`src/gb_cpu_pkg.sv`:
```
package gb_cpu_pkg;

    ////////////////////////////////////////
    // Bus operations
    ////////////////////////////////////////

    // One requested bus operation per machine cycle
    typedef enum logic [1:0] {
        BUS_IDLE  = 2'b00,
        BUS_FETCH = 2'b01,  // Opcode fetch
        BUS_WRITE = 2'b10,
        BUS_READ  = 2'b11   // Data read
    } bus_op_t;

    // T-cycle index inside a machine cycle
    typedef enum logic [1:0] {
        CT_ADDR   = 2'b00,  // Address setup
        CT_STROBE = 2'b01,
        CT_DATA   = 2'b10,  // Read data sampled at the end
        CT_IDLE   = 2'b11
    } ct_t;

    ////////////////////////////////////////
    // Widths and constants
    ////////////////////////////////////////

    localparam int ADDR_W_DEF    = 16;
    localparam int DATA_W        = 8;
    localparam int INT_COUNT_DEF = 5;   // VBlank, LCD, timer, serial, joypad

    // Interrupt vectors
    localparam logic [15:0] INT_VEC_BASE = 16'h0040;
    localparam logic [15:0] INT_VEC_STEP = 16'd8;
    localparam logic [15:0] INT_VEC_NONE = 16'h0000;  // Dispatch cancelled

    // Upper address byte for the FF00 page
    localparam logic [7:0] HIGH_PAGE = 8'hFF;

    ////////////////////////////////////////
    // Helpers
    ////////////////////////////////////////

    // Operations that drive rd and return a byte
    function automatic logic is_read_op(input bus_op_t op);
        logic result;
        result = (op == BUS_FETCH) || (op == BUS_READ);
        return result;
    endfunction

endpackage

```
`src/gb_bus_cycle.sv`:
```
`timescale 1ns/1ps

module gb_bus_cycle import gb_cpu_pkg::*; #(
    parameter int ADDR_W = ADDR_W_DEF
) (
    input  logic              clk,
    input  logic              rst,
    input  bus_op_t           op,
    input  logic [ADDR_W-1:0] addr,
    input  logic [DATA_W-1:0] wdata,
    input  logic              high_mask,
    input  logic [DATA_W-1:0] din,
    output ct_t               ct,
    output bus_op_t           cur_op,
    output logic              phi,
    output logic [ADDR_W-1:0] a,
    output logic [ADDR_W-1:0] a_early,
    output logic              rd,
    output logic              wr,
    output logic [DATA_W-1:0] dout,
    output logic [DATA_W-1:0] opcode,
    output logic [DATA_W-1:0] rdata,
    output logic              data_valid
);

    ct_t               ct_q;
    bus_op_t           op_q;      // Operation of the current machine cycle
    logic [DATA_W-1:0] wdata_q;

    ////////////////////////////////////////
    // T-cycle counter
    ////////////////////////////////////////

    // Free running, wraps every four clocks
    always_ff @(posedge clk) begin
        if (rst) begin
            ct_q <= CT_ADDR;
        end else begin
            ct_q <= ct_t'(ct_q + 2'd1);
        end
    end

    assign ct     = ct_q;
    assign cur_op = op_q;

    // Phase clock, high across strobe and data
    always_ff @(posedge clk) begin
        if (rst) begin
            phi <= 1'b1;
        end else if (ct_q == CT_ADDR) begin
            phi <= 1'b1;
        end else if (ct_q == CT_DATA) begin
            phi <= 1'b0;
        end
    end

    ////////////////////////////////////////
    // Address setup
    ////////////////////////////////////////

    // High page forces the upper byte, low byte passes
    always_comb begin
        if (high_mask) begin
            a_early = {HIGH_PAGE, addr[ADDR_W-9:0]};
        end else begin
            a_early = addr;
        end
    end

    // Request latched at the end of CT_ADDR
    always_ff @(posedge clk) begin
        if (rst) begin
            op_q <= BUS_IDLE;
            a    <= '0;
        end else if (ct_q == CT_ADDR) begin
            op_q <= op;
            a    <= a_early;
        end
    end

    always_ff @(posedge clk) begin
        if (ct_q == CT_ADDR) begin
            wdata_q <= wdata;  // Held until the write window opens
        end
    end

    ////////////////////////////////////////
    // Read strobe and capture
    ////////////////////////////////////////

    always_ff @(posedge clk) begin
        if (rst) begin
            rd         <= 1'b0;
            opcode     <= '0;
            rdata      <= '0;
            data_valid <= 1'b0;
        end else begin
            case (ct_q)
                CT_ADDR: begin
                    rd <= is_read_op(op);  // Strobe and data T-cycles
                end
                CT_DATA: begin
                    rd         <= 1'b0;
                    data_valid <= is_read_op(op_q);
                    if (op_q == BUS_FETCH) begin
                        opcode <= din;
                    end else if (op_q == BUS_READ) begin
                        rdata <= din;
                    end
                end
                CT_IDLE: begin
                    data_valid <= 1'b0;  // One clock only
                end
                default: begin
                end
            endcase
        end
    end

    ////////////////////////////////////////
    // Write strobe and data
    ////////////////////////////////////////

    // wr and dout cover CT_DATA and CT_IDLE
    always_ff @(posedge clk) begin
        if (rst) begin
            wr   <= 1'b0;
            dout <= '0;
        end else begin
            if (ct_q == CT_STROBE && op_q == BUS_WRITE) begin
                wr   <= 1'b1;
                dout <= wdata_q;
            end else if (ct_q == CT_IDLE) begin
                wr   <= 1'b0;
                dout <= '0;       // Bus released
            end
        end
    end

endmodule

```
`src/gb_int_ctrl.sv`:
```
`timescale 1ns/1ps

module gb_int_ctrl import gb_cpu_pkg::*; #(
    parameter int INT_COUNT = INT_COUNT_DEF
) (
    input  logic                 clk,
    input  logic                 rst,
    input  ct_t                  ct,
    input  bus_op_t              cur_op,
    input  logic                 ime,
    input  logic                 int_ack,
    input  logic                 halt,
    input  logic                 stop,
    input  logic [INT_COUNT-1:0] int_en,
    input  logic [INT_COUNT-1:0] int_flags_in,
    input  logic [DATA_W-1:0]    key_in,
    output logic                 int_dispatch,
    output logic [15:0]          int_vector,
    output logic [INT_COUNT-1:0] int_flags_out,
    output logic                 wake,
    output logic                 done
);

    localparam int IDX_W = (INT_COUNT > 1) ? $clog2(INT_COUNT) : 1;

    logic [INT_COUNT-1:0] int_req;      // Requested and enabled
    logic [INT_COUNT-1:0] int_pending;  // Also gated by ime
    logic [INT_COUNT-1:0] top_onehot;
    logic [INT_COUNT-1:0] flags_cleared;
    logic [IDX_W-1:0]     top_idx;
    logic                 top_valid;
    logic                 wake_cond;
    logic                 wake_q;

    ////////////////////////////////////////
    // Priority and vector
    ////////////////////////////////////////

    assign int_req     = int_flags_in & int_en;
    assign int_pending = int_req & {INT_COUNT{ime}};

    // Lowest set bit only
    assign top_onehot    = int_pending & (~int_pending + 1'b1);
    assign flags_cleared = int_flags_in & ~top_onehot;

    // Scan from the top so the lowest index wins
    always_comb begin
        top_idx   = '0;
        top_valid = 1'b0;
        for (int i = INT_COUNT - 1; i >= 0; i--) begin
            if (int_pending[i]) begin
                top_idx   = IDX_W'(i);
                top_valid = 1'b1;
            end
        end
    end

    always_comb begin
        if (top_valid) begin
            int_vector = INT_VEC_BASE + INT_VEC_STEP * 16'(top_idx);
        end else begin
            int_vector = INT_VEC_NONE;  // Nothing left, jump to zero
        end
    end

    // Serviced bit cleared only during the acknowledge
    always_comb begin
        if (int_dispatch && int_ack) begin
            int_flags_out = flags_cleared;
        end else begin
            int_flags_out = int_flags_in;
        end
    end

    ////////////////////////////////////////
    // Dispatch flag
    ////////////////////////////////////////

    // Taken at an instruction boundary or while halted
    always_ff @(posedge clk) begin
        if (rst) begin
            int_dispatch <= 1'b0;
        end else if (ct == CT_DATA) begin
            if (!int_dispatch && top_valid && (cur_op == BUS_FETCH || halt)) begin
                int_dispatch <= 1'b1;
            end else if (int_dispatch && int_ack) begin
                int_dispatch <= 1'b0;
            end
        end
    end

    ////////////////////////////////////////
    // Wake and done
    ////////////////////////////////////////

    // ime is ignored for wake-up
    always_comb begin
        if (halt) begin
            wake_cond = |int_req;
        end else if (stop) begin
            wake_cond = (|int_req) || (key_in != '0);  // Keypad also wakes STOP
        end else begin
            wake_cond = 1'b0;
        end
    end

    // Two stages, one machine cycle of extra delay
    always_ff @(posedge clk) begin
        if (rst) begin
            wake_q <= 1'b0;
            wake   <= 1'b0;
        end else if (ct == CT_DATA) begin
            wake_q <= wake_cond;
            wake   <= wake_q;
        end
    end

    always_ff @(posedge clk) begin
        if (rst) begin
            done <= 1'b0;
        end else begin
            done <= halt | stop;  // One clock behind
        end
    end

endmodule

```
`src/gb_mcycle_top.sv`:
```
`timescale 1ns/1ps

module gb_mcycle_top import gb_cpu_pkg::*; #(
    parameter int ADDR_W    = ADDR_W_DEF,
    parameter int INT_COUNT = INT_COUNT_DEF
) (
    input  logic                 clk,
    input  logic                 rst,

    // Bus request for the next machine cycle
    input  bus_op_t              op,
    input  logic [ADDR_W-1:0]    addr,
    input  logic [DATA_W-1:0]    wdata,
    input  logic                 high_mask,

    // External bus
    input  logic [DATA_W-1:0]    din,
    output ct_t                  ct,
    output logic                 phi,
    output logic [ADDR_W-1:0]    a,
    output logic [ADDR_W-1:0]    a_early,
    output logic                 rd,
    output logic                 wr,
    output logic [DATA_W-1:0]    dout,

    // Captured data
    output logic [DATA_W-1:0]    opcode,
    output logic [DATA_W-1:0]    rdata,
    output logic                 data_valid,

    // Interrupts and low power
    input  logic                 ime,
    input  logic                 int_ack,
    input  logic                 halt,
    input  logic                 stop,
    input  logic [INT_COUNT-1:0] int_en,
    input  logic [INT_COUNT-1:0] int_flags_in,
    input  logic [DATA_W-1:0]    key_in,
    output logic                 int_dispatch,
    output logic [15:0]          int_vector,
    output logic [INT_COUNT-1:0] int_flags_out,
    output logic                 wake,
    output logic                 done
);

    bus_op_t cur_op;  // Operation in flight, for the dispatch check

    ////////////////////////////////////////
    // Bus cycle sequencer
    ////////////////////////////////////////

    gb_bus_cycle #(
        .ADDR_W(ADDR_W)
    ) u_bus (
        .clk       (clk),
        .rst       (rst),
        .op        (op),
        .addr      (addr),
        .wdata     (wdata),
        .high_mask (high_mask),
        .din       (din),
        .ct        (ct),
        .cur_op    (cur_op),
        .phi       (phi),
        .a         (a),
        .a_early   (a_early),
        .rd        (rd),
        .wr        (wr),
        .dout      (dout),
        .opcode    (opcode),
        .rdata     (rdata),
        .data_valid(data_valid)
    );

    ////////////////////////////////////////
    // Interrupt and wake control
    ////////////////////////////////////////

    gb_int_ctrl #(
        .INT_COUNT(INT_COUNT)
    ) u_int (
        .clk          (clk),
        .rst          (rst),
        .ct           (ct),
        .cur_op       (cur_op),
        .ime          (ime),
        .int_ack      (int_ack),
        .halt         (halt),
        .stop         (stop),
        .int_en       (int_en),
        .int_flags_in (int_flags_in),
        .key_in       (key_in),
        .int_dispatch (int_dispatch),
        .int_vector   (int_vector),
        .int_flags_out(int_flags_out),
        .wake         (wake),
        .done         (done)
    );

endmodule

```
`config.mk`:
```
export PLATFORM = sky130hd
export DESIGN_NAME = gb_mcycle_top
export DESIGN_NICKNAME = d
export VERILOG_FILES = /design/src/gb_cpu_pkg.sv /design/src/gb_bus_cycle.sv /design/src/gb_int_ctrl.sv /design/src/gb_mcycle_top.sv
export SDC_FILE = /design/constraint.sdc
export NUM_CORES = 1
export LEC_CHECK = 0
export ABC_CLOCK_PERIOD_IN_PS = 3400
export BUFFER_PORTS_ARGS = -buffer_cell sky130_fd_sc_hd__buf_2
export CORE_MARGIN = 3
export CORE_UTILIZATION = 47
export CTS_CLUSTER_DIAMETER = 100
export DETAILED_ROUTE_END_ITERATION = 6
export GPL_TIMING_DRIVEN = 0
export PLACE_DENSITY = 0.83
export SLEW_MARGIN = 20
export SYNTH_ARGS = -nofsm -noshare
export SYNTH_HDL_FRONTEND = slang
export SYNTH_SLANG_ARGS = --single-unit
```
`constraint.sdc`:
```
create_clock -name clk -period 3.4 [get_ports clk]
set_input_delay 0.34 -clock clk [delete_from_list [all_inputs] [get_ports clk]]
set_output_delay 0.34 -clock clk [all_outputs]
set_load 0.05 [all_outputs]
```
==> run summary, run 1 <==
POWER AND IR DROP
------------------------------------------------------------------------------------------
Cell Pwr Density                                                               515 mW/mm^2
Leakage power total                                                                1.91 nW
Peak VDD IR                                                                     0.000292 V

STA
------------------------------------------------------------------------------------------
Actual slew at the worst max-slew pin                                             0.566 ns
Unrepaired setup endpoints after global routing                                         no
# setup viols final                                                                      0
Total Neg Setup Slack                                                                 0 ns
Minimum clock period after layout                                                  1.80 ns
Number of slew-limit violations in the final report                                      0
Final setup skew                                                                0.00548 ns
Number of failing hold endpoints at the final stage                                      0
Worst relative slew slack                                                            62.3%
Part of the cycle the worst path needs                                               53.0%
Highest attainable clock frequency                                                 555 MHz
Final worst hold slack                                                            0.181 ns

CRITICAL PATH
------------------------------------------------------------------------------------------
Critical path class                                                           flip-flop to output port
Critical path arrival                                                              1.46 ns
Req. time, crit path                                                               3.06 ns
Category of the worst setup path launch point                                    flip-flop
Highest net fanout along the worst path                                                  4
Kind of end point of the critical path                                         output port

GRT
------------------------------------------------------------------------------------------
Overall Global Routing Usage                                                         19.6%
Global route total overflow                                                              0
Pin count of the biggest net entering global routing                                    12
Vias in the first global route                                                        2076
First-pass GRT wire length                                                         9410 um
Antenna violations before repair                                                         0

CLOCKING
------------------------------------------------------------------------------------------
TritonCTS clock tree                                                                 built
Clock edge transition at the registers on the reported setup and hold paths        0.07 ns
Latest clock arrival within the worst-skew pair                                    0.33 ns
Root Buffer                                                                   sky130_fd_sc_hd__clkbuf_8
Post-CTS Hold Fix Bufs                                                                   0
Maximum buffer depth of the clock tree                                                   2
Number of buffers created by CTS                                                         9
Deepest level of the CTS H-tree                                                          3
Post-CTS Repair Setup Buffers                                                            0
Clock Sinks                                                                             60
Count of instances resized after the clock tree is built                                 0

FLOORPLANNING
------------------------------------------------------------------------------------------
Horizontal die dimension                                                           78.8 um
Die Outline Area                                                              0.00620 mm^2
Core outline area                                                             0.00491 mm^2
DIE HEIGHT                                                                         78.8 um
Count of pins on the block boundary                                                    145
Initial Util                                                                         50.7%
Standard-cell rows                                                                      25

ROUTING
------------------------------------------------------------------------------------------
Final routed DRC violation total                                                         0
Wire length per cell after detailed routing                                        12.9 um
Post-detailed-route count of antenna-violating nets                                      0
Number of vias per cell                                                               4.66
Vias after detailed routing                                                           2167
Post-Route WL                                                                      5980 um
DRC violation total after the first TritonRoute iteration                               78
Number of detailed-routing iterations run before antenna repair                          4

PLACEMENT
------------------------------------------------------------------------------------------
Placer's final routability congestion estimate                                       0.756
DP Wirelength                                                                      4570 um
Count of buffers inserted at the top-level ports                                       132
Standard cell area after detailed placement                                   0.00327 mm^2

MIN PATH
------------------------------------------------------------------------------------------
HP Class                                                                      primary input to flip-flop

LOGIC SYNTHESIS
------------------------------------------------------------------------------------------
Most area-consuming cells after synthesis                                     sky130_fd_sc_hd__dfxtp_1, sky130_fd_sc_hd__mux2i_1, sky130_fd_sc_hd__edfxtp_1
Synth warnings                                                                           0
Post-synthesis cell count                                                              239
Top cell type by total area after synthesis                                   sky130_fd_sc_hd__dfxtp_1
Share of the yosys chip area belonging to registers                                  51.5%
Flip-flop and latch count after synthesis                                               60
Area share of the largest cell type after synthesis                                  41.8%
Syn Area/Cell                                                                    10.4 um^2
Number of distinct standard cells referenced by the synthesized netlist                 34
Mapped cell area                                                              0.00249 mm^2

LAYOUT
------------------------------------------------------------------------------------------
Fraction of final layout cells sized beyond drive strength 1                         47.0%
Number of nets at the end of the flow                                                  456
Final non-filler cell area                                                    0.00346 mm^2
Layout overhead on the synthesized area                                              39.1%
Count of antenna diodes in the layout                                                    0

FLOW RUN
------------------------------------------------------------------------------------------
Count of max-cap constraint violations                                                   0

RUN STATUS
------------------------------------------------------------------------------------------
Status                                                                        finished, final reports clean

[worst paths after layout]
kind	from	endpoint	slack [ns]	depth (start not counted)
worst max-delay path	u_int.int_dispatch	int_flags_out[3]	1.60	4
worst min-delay path	wdata[4]	u_bus.wdata_q[4]	0.18	1
worst max register to register	u_bus.ct[0]	u_bus.a[9]	1.74	5
worst min register to register	u_bus.wdata_q[5]	u_bus.dout[5]	0.46	1
[flip-flops by register name (all words and copies together), names as in the netlist]
name and flops:
u_bus.data_valid 1, u_bus.dout 8, u_bus.ct 2, u_int.wake_q 1
u_int.int_dispatch 1, u_bus.a 16, u_bus.cur_op 2, u_bus.rdata 8
u_bus.phi 1, u_int.wake 1, u_bus.opcode 8, u_bus.wr 1
u_bus.rd 1, u_bus.wdata_q 8, u_int.done 1
[layout make-up]
class                   count  area [um^2]
well taps                  67         83.8
plain buffers              30          198
clock inverters             5         33.8
repair buffers            132          661
fillers                   406         1450
flip-flops and latches     60         1280
inverters                   7         26.3
multi-input cells         153         1020
clock buffers              11          153
[worst max-delay path, cell delays in order (launching register included)]
cell,delay (ns)
sky130_fd_sc_hd__dfxtp_1,0.33
sky130_fd_sc_hd__and3_1,0.18
sky130_fd_sc_hd__and3_1,0.17
sky130_fd_sc_hd__a21boi_0,0.17
sky130_fd_sc_hd__buf_2,0.29
[cells in the final DEF, fill, tap and decap left out, drive strengths merged, types with 2 or more instances in the layout]
master,synthesis,layout
ha,4,4
dfxtp,52,52
a31oi,2,2
nand2,8,8
o21ai,2,2
nor3,2,2
edfxtp,8,8
buf,30,162
clkinvlp,0,2
a21boi,4,4
mux2i,38,38
nor2b,4,4
and3,2,2
inv,7,8
or4,2,2
clkbuf,0,11
or2,8,8
clkinv,0,2
nand3,2,2
a22o,7,7
conb,1,12
nor3b,2,2
nand3b,3,3
a21oi,2,2
nor2,42,42
[cells in the mapped netlist, drive strengths merged]
| library cell | count |
|---|---|
| or2 | 8 |
| inv | 7 |
| mux2i | 38 |
| a21oi | 2 |
| conb | 1 |
| o21ai | 2 |
| nand3 | 2 |
| or4 | 2 |
| o41ai | 1 |
| nor3b | 2 |
| buf | 30 |
| a31oi | 2 |
| edfxtp | 8 |
| nor2b | 4 |
| and3 | 2 |
| a21boi | 4 |
| nand2b | 1 |
| ha | 4 |
| nor2 | 42 |
| nand2 | 8 |
| a22o | 7 |
| o211ai | 1 |
| and4 | 1 |
| nand3b | 3 |
| a22oi | 1 |
| dfxtp | 52 |
| o2111ai | 1 |
| nor3 | 2 |
| o21ba | 1 |
[cells by family after synthesis]
logic type	synth area share (%)
AO/OA/AOI/OAI	6.84
AND/OR/NAND/NOR	15.2
buffers and inverters	9.00
adder cells (fa/ha/maj)	2.01
other	0.151
multiplexers	15.3
flip-flops	51.5
[power by group]
part           internal (W)  switching [W]  total, W
Combinational      0.000123       0.000285  0.000408
Sequential         0.000761      0.0000211  0.000782
Clock              0.000309       0.000283  0.000592
Total               0.00119       0.000589   0.00178
[per-layer routing]
layer	part of all wire [%]	vias up	wire length, um	track usage, %
li1	-	1087	-	-
met1	39	972	2330	21.4
met2	48	97	2870	33.2
met3	11	11	679	8.05
met4	1.8	0	106	8.92
met5	0	-	0	0
[per-stage QoR]
step	power, W	instances	setup WS (ns)	utilization [%]
final	0.00178	465	1.60	70.5
after global routing	0.00186	465	1.49	70.5
after CTS	0.00180	465	1.56	70.5
after detailed placement	0.00121	449	1.66	66.7
after global placement	0.00120	449	1.67	66.7
after floorplan	0.00110	250	1.04	-
Power figures use the tool's default switching activity.
==> run 2: changes to the inputs <==
--- a/config.mk
+++ b/config.mk
@@ -5,14 +5,14 @@
 export SDC_FILE = /design/constraint.sdc
 export NUM_CORES = 1
 export LEC_CHECK = 0
-export ABC_CLOCK_PERIOD_IN_PS = 3400
+export ABC_CLOCK_PERIOD_IN_PS = 1800
 export BUFFER_PORTS_ARGS = -buffer_cell sky130_fd_sc_hd__buf_2
 export CORE_MARGIN = 3
-export CORE_UTILIZATION = 47
+export CORE_UTILIZATION = 43
 export CTS_CLUSTER_DIAMETER = 100
 export DETAILED_ROUTE_END_ITERATION = 6
 export GPL_TIMING_DRIVEN = 0
-export PLACE_DENSITY = 0.83
+export PLACE_DENSITY = 0.77
 export SLEW_MARGIN = 20
 export SYNTH_ARGS = -nofsm -noshare
 export SYNTH_HDL_FRONTEND = slang
==> constraint.sdc (replaced) <==
create_clock -name clk -period 1.8 [get_ports clk]
set_input_delay 0.18 -clock clk [delete_from_list [all_inputs] [get_ports clk]]
set_output_delay 0.18 -clock clk [all_outputs]
set_load 0.05 [all_outputs]
==> run 2 against run 1 <==
  * Highest routed layer unchanged
  * Non-clock buffer count unchanged
  * Largest power group unchanged
  * Critical endpoint is now int_flags_out[4]
  * Worst hold slack worse by 0.15 ns
  * Cell count up 1.1%
  * Combinational power is 89% higher
  * Design area up 0.58%
  * First-iteration DRC count is 21% lower
  * Die area is 8.6% higher
==> run summary, run 2 (same netlist as run 1, synthesis figures left out) <==
LAYOUT
------------------------------------------------------------------------------------------
Most frequent cells in the layout                                             sky130_fd_sc_hd__buf_2, sky130_fd_sc_hd__dfxtp_1, sky130_fd_sc_hd__nor2_1
Total area of multi-input combinational cells                                 0.00103 mm^2   +0.85%
Number of nets at the end of the flow                                                  456   unchanged
Final non-filler cell area                                                    0.00348 mm^2   +0.58%
Count of antenna diodes in the layout                                                    0   unchanged
Fraction of final layout cells sized beyond drive strength 1                         47.5%   +0.50 points
Most frequent standard cell in the layout excluding fill and tap cells        sky130_fd_sc_hd__buf_2
Area used by sequential logic in the layout                                   0.00128 mm^2   unchanged
Layout overhead on the synthesized area                                              39.9%
Most flops, register                                                               u_bus.a
Max reg flops                                                                           16   unchanged
Number of fill cells                                                                   489   +20%
Core Util, Final                                                                     62.8%   -7.6 points

PLACEMENT
------------------------------------------------------------------------------------------
Standard cell area after detailed placement                                   0.00329 mm^2   +0.38%
Placer's final routability congestion estimate                                       0.682   -9.8%
DP Wirelength                                                                      4320 um   -5.4%
Count of buffers inserted at the top-level ports                                       132   unchanged

STA
------------------------------------------------------------------------------------------
Part of the cycle the worst path needs                                               89.7%
Actual slew at the worst max-slew pin                                             0.516 ns   -0.0502 ns
Highest attainable clock frequency                                                 619 MHz
Final setup skew                                                                0.00516 ns   -0.000312 ns
Number of slew-limit violations in the final report                                      0   unchanged
# setup viols final                                                                      0   unchanged
Final worst hold slack                                                           0.0275 ns   -0.153 ns
Unrepaired setup endpoints after global routing                                         no
Number of failing hold endpoints at the final stage                                      0   unchanged
Minimum clock period after layout                                                  1.61 ns
Worst relative slew slack                                                            65.6%   +3.3 points

FLOORPLANNING
------------------------------------------------------------------------------------------
DIE HEIGHT                                                                         82.1 um   +4.2%
Standard-cell rows                                                                      27   +8.0%
Horizontal die dimension                                                           82.1 um   +4.2%
Count of pins on the block boundary                                                    145   unchanged
Die Outline Area                                                              0.00674 mm^2   +8.6%
Initial Util                                                                         44.9%   -5.8 points
Core outline area                                                             0.00554 mm^2   +13%

GRT
------------------------------------------------------------------------------------------
Antenna violations before repair                                                         0   unchanged
First-pass GRT wire length                                                         8690 um   -7.7%
Vias in the first global route                                                        1887   -9.1%
Pin count of the biggest net entering global routing                                    12   unchanged
Global route total overflow                                                              0   unchanged
Overall Global Routing Usage                                                         17.1%   -2.5 points

ROUTING
------------------------------------------------------------------------------------------
DRC violation total after the first TritonRoute iteration                               62   -21%
Vias after detailed routing                                                           2139   -1.3%
Number of vias per cell                                                               4.55   -2.3%
Wire length per cell after detailed routing                                        12.0 um   -6.8%
Post-Route WL                                                                      5630 um   -5.8%
Final routed DRC violation total                                                         0   unchanged
Number of detailed-routing iterations run before antenna repair                          4   unchanged
Post-detailed-route count of antenna-violating nets                                      0   unchanged

CLOCKING
------------------------------------------------------------------------------------------
Post-CTS Repair Setup Buffers                                                            0   unchanged
Root Buffer                                                                   sky130_fd_sc_hd__clkbuf_8
Deepest level of the CTS H-tree                                                          3   unchanged
Number of buffers created by CTS                                                         9   unchanged
Latest clock arrival within the worst-skew pair                                    0.32 ns   about the same
Clock Sinks                                                                             60   unchanged
TritonCTS clock tree                                                                 built
Clock edge transition at the registers on the reported setup and hold paths        0.07 ns   about the same
Maximum buffer depth of the clock tree                                                   2   unchanged

CRITICAL PATH
------------------------------------------------------------------------------------------
Category of the worst setup path launch point                                    flip-flop
Highest net fanout along the worst path                                                  4   unchanged
Critical path class                                                           flip-flop to output port
Kind of end point of the critical path                                         output port
Reg2reg path depth                                                                       5   unchanged
Req. time, crit path                                                               1.62 ns   -1.44 ns
Critical path arrival                                                              1.43 ns   -0.03 ns

POWER AND IR DROP
------------------------------------------------------------------------------------------
Cell Pwr Density                                                               979 mW/mm^2   +90%
Peak VDD IR                                                                     0.000538 V   +84%
Leakage power total                                                                1.91 nW   +0.14%

MIN PATH
------------------------------------------------------------------------------------------
HP Class                                                                      primary input to flip-flop
Hold depth                                                                               1   unchanged

FLOW RUN
------------------------------------------------------------------------------------------
Count of max-cap constraint violations                                                   0   unchanged

RUN STATUS
------------------------------------------------------------------------------------------
Status                                                                        finished, final reports clean

[run 2: cell types whose count changed in the layout (fill, tap and decap cells not counted), sizes merged]
cell    delta
bufinv     +1
clkbuf     -1
[run 2: routing by layer]
layer	track usage, %	routed length [um]
met5	0	0
met4	7.48	54
met3	6.25	571
met2	27.5	2620
met1	20.4	2380
[run 2: worst max-delay path, stage by stage, from the launching register on]
cell and delay (ns):
sky130_fd_sc_hd__dfxtp_1 0.33, sky130_fd_sc_hd__and3_1 0.17, sky130_fd_sc_hd__and3_1 0.19, sky130_fd_sc_hd__a31oi_2 0.15, sky130_fd_sc_hd__buf_2 0.28
[run 2: report_power, final]
group,internal (W),switching (W),leakage (nW)
Combinational,0.000234,0.000537,1.32
Clock,0.000639,0.000521,0.0927
Sequential,0.00144,0.0000386,0.504
[run 2: worst paths after layout]
check                           slack [ns]                to          startpoint
worst max-delay path                  0.19  int_flags_out[4]  u_int.int_dispatch
worst min-delay path                  0.03  u_bus.wdata_q[0]            wdata[0]
worst max register to register        0.24          u_bus.rd         u_bus.ct[0]
worst min register to register        0.47     u_bus.dout[6]    u_bus.wdata_q[6]
[run 2: final cells by class]
class | count | share of cell area, %
Sequential cell | 60 | 36.8
Multi-Input combinational cell | 153 | 29.7
Timing Repair Buffer | 132 | 19.0
Buffer | 30 | 5.68
Clock buffer | 10 | 3.67
Tap cell | 72 | 2.59
Clock inverter | 6 | 1.83
Inverter | 7 | 0.755
[run 2: timing repair]
item,CTS,global route
hold buffers,0,0
endpoints found under the setup margin,0,18
resized for setup,0,1
[run 2: per-stage QoR]
step | instances | setup slack, ns | TNS, ns | power (W)
after floorplan | 250 | -0.0473 | -0.131 | 0.00208
after global placement | 454 | 0.126 | 0 | 0.00227
after detailed placement | 454 | 0.108 | 0 | 0.00228
after CTS | 470 | 0.0825 | 0 | 0.00345
after global routing | 470 | 0.0607 | 0 | 0.00357
final | 470 | 0.186 | 0 | 0.00341
==> run 3: changes to the inputs <==
--- a/config.mk
+++ b/config.mk
@@ -5,14 +5,15 @@
 export SDC_FILE = /design/constraint.sdc
 export NUM_CORES = 1
 export LEC_CHECK = 0
+export ABC_AREA = 1
 export ABC_CLOCK_PERIOD_IN_PS = 1800
 export BUFFER_PORTS_ARGS = -buffer_cell sky130_fd_sc_hd__buf_2
 export CORE_MARGIN = 3
-export CORE_UTILIZATION = 43
+export CORE_UTILIZATION = 44
 export CTS_CLUSTER_DIAMETER = 100
 export DETAILED_ROUTE_END_ITERATION = 6
 export GPL_TIMING_DRIVEN = 0
-export PLACE_DENSITY = 0.77
+export PLACE_DENSITY = 0.78
 export SLEW_MARGIN = 20
 export SYNTH_ARGS = -nofsm -noshare
 export SYNTH_HDL_FRONTEND = slang
==> run 3 against run 2 <==
  * Combinational power is 3.1% higher
  * Sequential share of layout area is essentially flat
  * Largest cell class unchanged
  * Highest routed layer unchanged
  * Sequential power about the same
  * Critical path type unchanged
==> run summary, run 3 <==
ROUTING
------------------------------------------------------------------------------------------
Post-Route WL                                                                      6140 um   +9.1%
Final routed DRC violation total                                                         0   unchanged
Wire length per cell after detailed routing                                        11.2 um   -6.3%
DRC violation total after the first TritonRoute iteration                               74   +19%
Vias after detailed routing                                                           2496   +17%
Number of detailed-routing iterations run before antenna repair                          4   unchanged
Post-detailed-route count of antenna-violating nets                                      0   unchanged
Number of vias per cell                                                               4.56   +0.26%

FLOORPLANNING
------------------------------------------------------------------------------------------
Die Outline Area                                                              0.00674 mm^2   about the same
Standard-cell rows                                                                      27   unchanged
DIE HEIGHT                                                                         82.1 um   about the same
Core outline area                                                             0.00554 mm^2   unchanged
Initial Util                                                                         46.0%   +1.1 points
Horizontal die dimension                                                           82.1 um   about the same
Count of pins on the block boundary                                                    145   unchanged

CLOCKING
------------------------------------------------------------------------------------------
Number of buffers created by CTS                                                         9   unchanged
Maximum buffer depth of the clock tree                                                   2   unchanged
Post-CTS Hold Fix Bufs                                                                   0   unchanged
Clock edge transition at the registers on the reported setup and hold paths        0.06 ns   about the same
TritonCTS clock tree                                                                 built
Deepest level of the CTS H-tree                                                          3   unchanged
Root Buffer                                                                   sky130_fd_sc_hd__clkbuf_8
Latest clock arrival within the worst-skew pair                                    0.32 ns   about the same
Clock Sinks                                                                             60   unchanged

LOGIC SYNTHESIS
------------------------------------------------------------------------------------------
Share of the yosys chip area belonging to registers                                  50.3%   -1.2 points
Share of cell area taken by muxes after synthesis                                       0%   -15 points
Post-synthesis cell count                                                              318   +33%
Leading register cell type out of synthesis                                   sky130_fd_sc_hd__dfxtp_1
Most area-consuming cells after synthesis                                     sky130_fd_sc_hd__dfxtp_1, sky130_fd_sc_hd__edfxtp_1, sky130_fd_sc_hd__nand2_1
Synth Area in XOR/XNOR                                                                  0%   unchanged
Most instantiated library cell after synthesis                                sky130_fd_sc_hd__nand2_1
Top cell type by total area after synthesis                                   sky130_fd_sc_hd__dfxtp_1
Simple-Gate Fraction of Synth Area                                                   24.0%   +8.8 points
Fraction of the mapped netlist area in compound gates                                9.47%   +2.6 points
Flip-flop and latch count after synthesis                                               60   unchanged
Synth Area in Adders                                                                 1.96%   -0.047 points
Number of flops mapped to enable cells by yosys                                          8   unchanged
Number of distinct standard cells referenced by the synthesized netlist                 28   -18%
Dominant combinational cell family by area after synthesis                    simple AND/OR/NAND/NOR gates
List of most frequent post-synthesis cells                                    sky130_fd_sc_hd__nand2_1, sky130_fd_sc_hd__dfxtp_1, sky130_fd_sc_hd__nor2_1
Async set-reset flop share out of synthesis                                             0%   unchanged
Area share of the largest cell type after synthesis                                  40.8%   -0.99 points
Syn Area/Cell                                                                    8.01 um^2   -23%
Synth warnings                                                                           0   unchanged
Mapped cell area                                                              0.00255 mm^2   +2.4%

STA
------------------------------------------------------------------------------------------
# setup viols final                                                                      0   unchanged
Number of failing hold endpoints at the final stage                                      0   unchanged
Highest attainable clock frequency                                                 669 MHz   +8.0%
Final setup skew                                                                0.00653 ns   +0.00137 ns
Part of the cycle the worst path needs                                               83.1%   -6.6 points
Unrepaired setup endpoints after global routing                                         no
Number of slew-limit violations in the final report                                      0   unchanged
Minimum clock period after layout                                                  1.50 ns   -0.119 ns
Total Neg Setup Slack                                                                 0 ns   unchanged

MIN PATH
------------------------------------------------------------------------------------------
HP Class                                                                      primary input to flip-flop

POWER AND IR DROP
------------------------------------------------------------------------------------------
Peak VDD IR                                                                     0.000583 V   +8.4%
Leakage power total                                                                1.87 nW   -2.2%
Cell Pwr Density                                                               928 mW/mm^2   -5.2%

CRITICAL PATH
------------------------------------------------------------------------------------------
Critical path arrival                                                              1.32 ns   -0.11 ns
Critical path class                                                           flip-flop to output port
Highest net fanout along the worst path                                                  4   unchanged
Req. time, crit path                                                               1.62 ns   about the same
Category of the worst setup path launch point                                    flip-flop
Kind of end point of the critical path                                         output port

LAYOUT
------------------------------------------------------------------------------------------
Count of non-filler cells in the finished layout                                       547   +16%
Count of antenna diodes in the layout                                                    0   unchanged
Most frequent standard cell in the layout excluding fill and tap cells        sky130_fd_sc_hd__buf_2
Layout overhead on the synthesized area                                              36.7%
Most flops, register                                                               u_bus.a
Fraction of final layout cells sized beyond drive strength 1                         37.9%   -9.6 points
Max reg flops                                                                           16   unchanged
Number of nets at the end of the flow                                                  533   +17%
Most frequent cells in the layout                                             sky130_fd_sc_hd__buf_2, sky130_fd_sc_hd__nand2_1, sky130_fd_sc_hd__dfxtp_1

RUN STATUS
------------------------------------------------------------------------------------------
Status                                                                        finished, final reports clean

GRT
------------------------------------------------------------------------------------------
Overall Global Routing Usage                                                         18.3%   +1.2 points
Global route total overflow                                                              0   unchanged
Antenna violations before repair                                                         0   unchanged
Vias in the first global route                                                        2258   +20%
Pin count of the biggest net entering global routing                                    13   +1
First-pass GRT wire length                                                         9430 um   +8.6%

FLOW RUN
------------------------------------------------------------------------------------------
Count of max-cap constraint violations                                                   0   unchanged

PLACEMENT
------------------------------------------------------------------------------------------
DP Wirelength                                                                      4900 um   +13%
Placer's final routability congestion estimate                                       0.724   +6.1%
Number of instances in the placed design                                               531   +17%
Count of buffers inserted at the top-level ports                                       130   -1.5%

## run 3: cell types whose count changed after synthesis, moves of 4 or more
cell and delta:
sky130_fd_sc_hd__buf_1 -4, sky130_fd_sc_hd__mux2i_1 -38, sky130_fd_sc_hd__nand2_1 +50, sky130_fd_sc_hd__nor2b_1 -4
sky130_fd_sc_hd__or2_2 -8, sky130_fd_sc_hd__a21oi_1 +10, sky130_fd_sc_hd__inv_1 +30, sky130_fd_sc_hd__a22o_1 -4
sky130_fd_sc_hd__nand3_1 +28, sky130_fd_sc_hd__o21ai_0 +18, sky130_fd_sc_hd__o21ai_1 +7
## run 3: worst max-delay path, stage by stage, from the launching register on
cell	delay [ns]
sky130_fd_sc_hd__dfxtp_1	0.36
sky130_fd_sc_hd__nand2_1	0.12
sky130_fd_sc_hd__nor3_1	0.21
sky130_fd_sc_hd__a21boi_1	0.09
sky130_fd_sc_hd__buf_2	0.21
## run 3: power breakdown
group	switching (W)	internal, W
sequential	0.0000411	0.00145
clock	0.000467	0.000484
combinational	0.000586	0.000209
total	0.00109	0.00214
## run 3: logic make-up (layout without fill, tap and decap cells)
family / count (synthesis) / count (layout)
AND/OR/NAND/NOR: 139 / 139
buffers and inverters: 69 / 215
flip-flops: 60 / 60
AO/OA/AOI/OAI: 45 / 45
adder cells (fa/ha/maj): 4 / 4
other: 1 / 12
## run 3: worst paths after layout
kind	startpoint	endpoint	slack, ns	depth (start not counted)
worst max-delay path	u_int.int_dispatch	int_flags_out[3]	0.30	4
worst min-delay path	wdata[2]	u_bus.wdata_q[2]	0.03	1
worst max register to register	u_bus.ct[0]	u_bus.opcode[4]	0.31	7
worst min register to register	u_bus.a[6]	u_bus.a[6]	0.44	2
## run 3: metrics by stage
| step | utilization (%) | hold WS, ns | cell area, um^2 | total power [W] | setup WS (ns) |
|---|---|---|---|---|---|
| detailed placement | 60.1 | 0.358 | 3330 | 0.00231 | 0.182 |
| global route | 62.9 | 0.0169 | 3480 | 0.00338 | 0.129 |
| floorplan | - | 0.279 | 2590 | 0.00210 | 0.0489 |
| finish | 62.9 | 0.0305 | 3480 | 0.00323 | 0.305 |
| global placement | 60.1 | 0.357 | 3330 | 0.00230 | 0.203 |
| CTS | 62.8 | 0.0198 | 3480 | 0.00326 | 0.157 |
## run 3: timing repair
action,in CTS,in global routing
gates resized for setup,0,1
buffers inserted,0,0
setup endpoints to repair,0,2
## run 3: final cells by class
type	instances	area (um^2)
Inverter	40	150
Fill cell	524	2060
Sequential cell	60	1280
Multi-Input combinational cell	200	951
Clock buffer	12	135
Buffer	29	210
Tap cell	72	90.1
Timing Repair Buffer	130	651
Clock inverter	4	16.3
## run 3: layer usage
layer  vias up  part of all wire, %  wire, um  GRT usage (%)
li1       1288                    -         -              -
met1      1091                   42      2590           20.0
met2       112                   47      2900           33.4
met3         5                   10       621           5.64
met4         0                 0.62        38           5.98
met5         -                    0         0              0
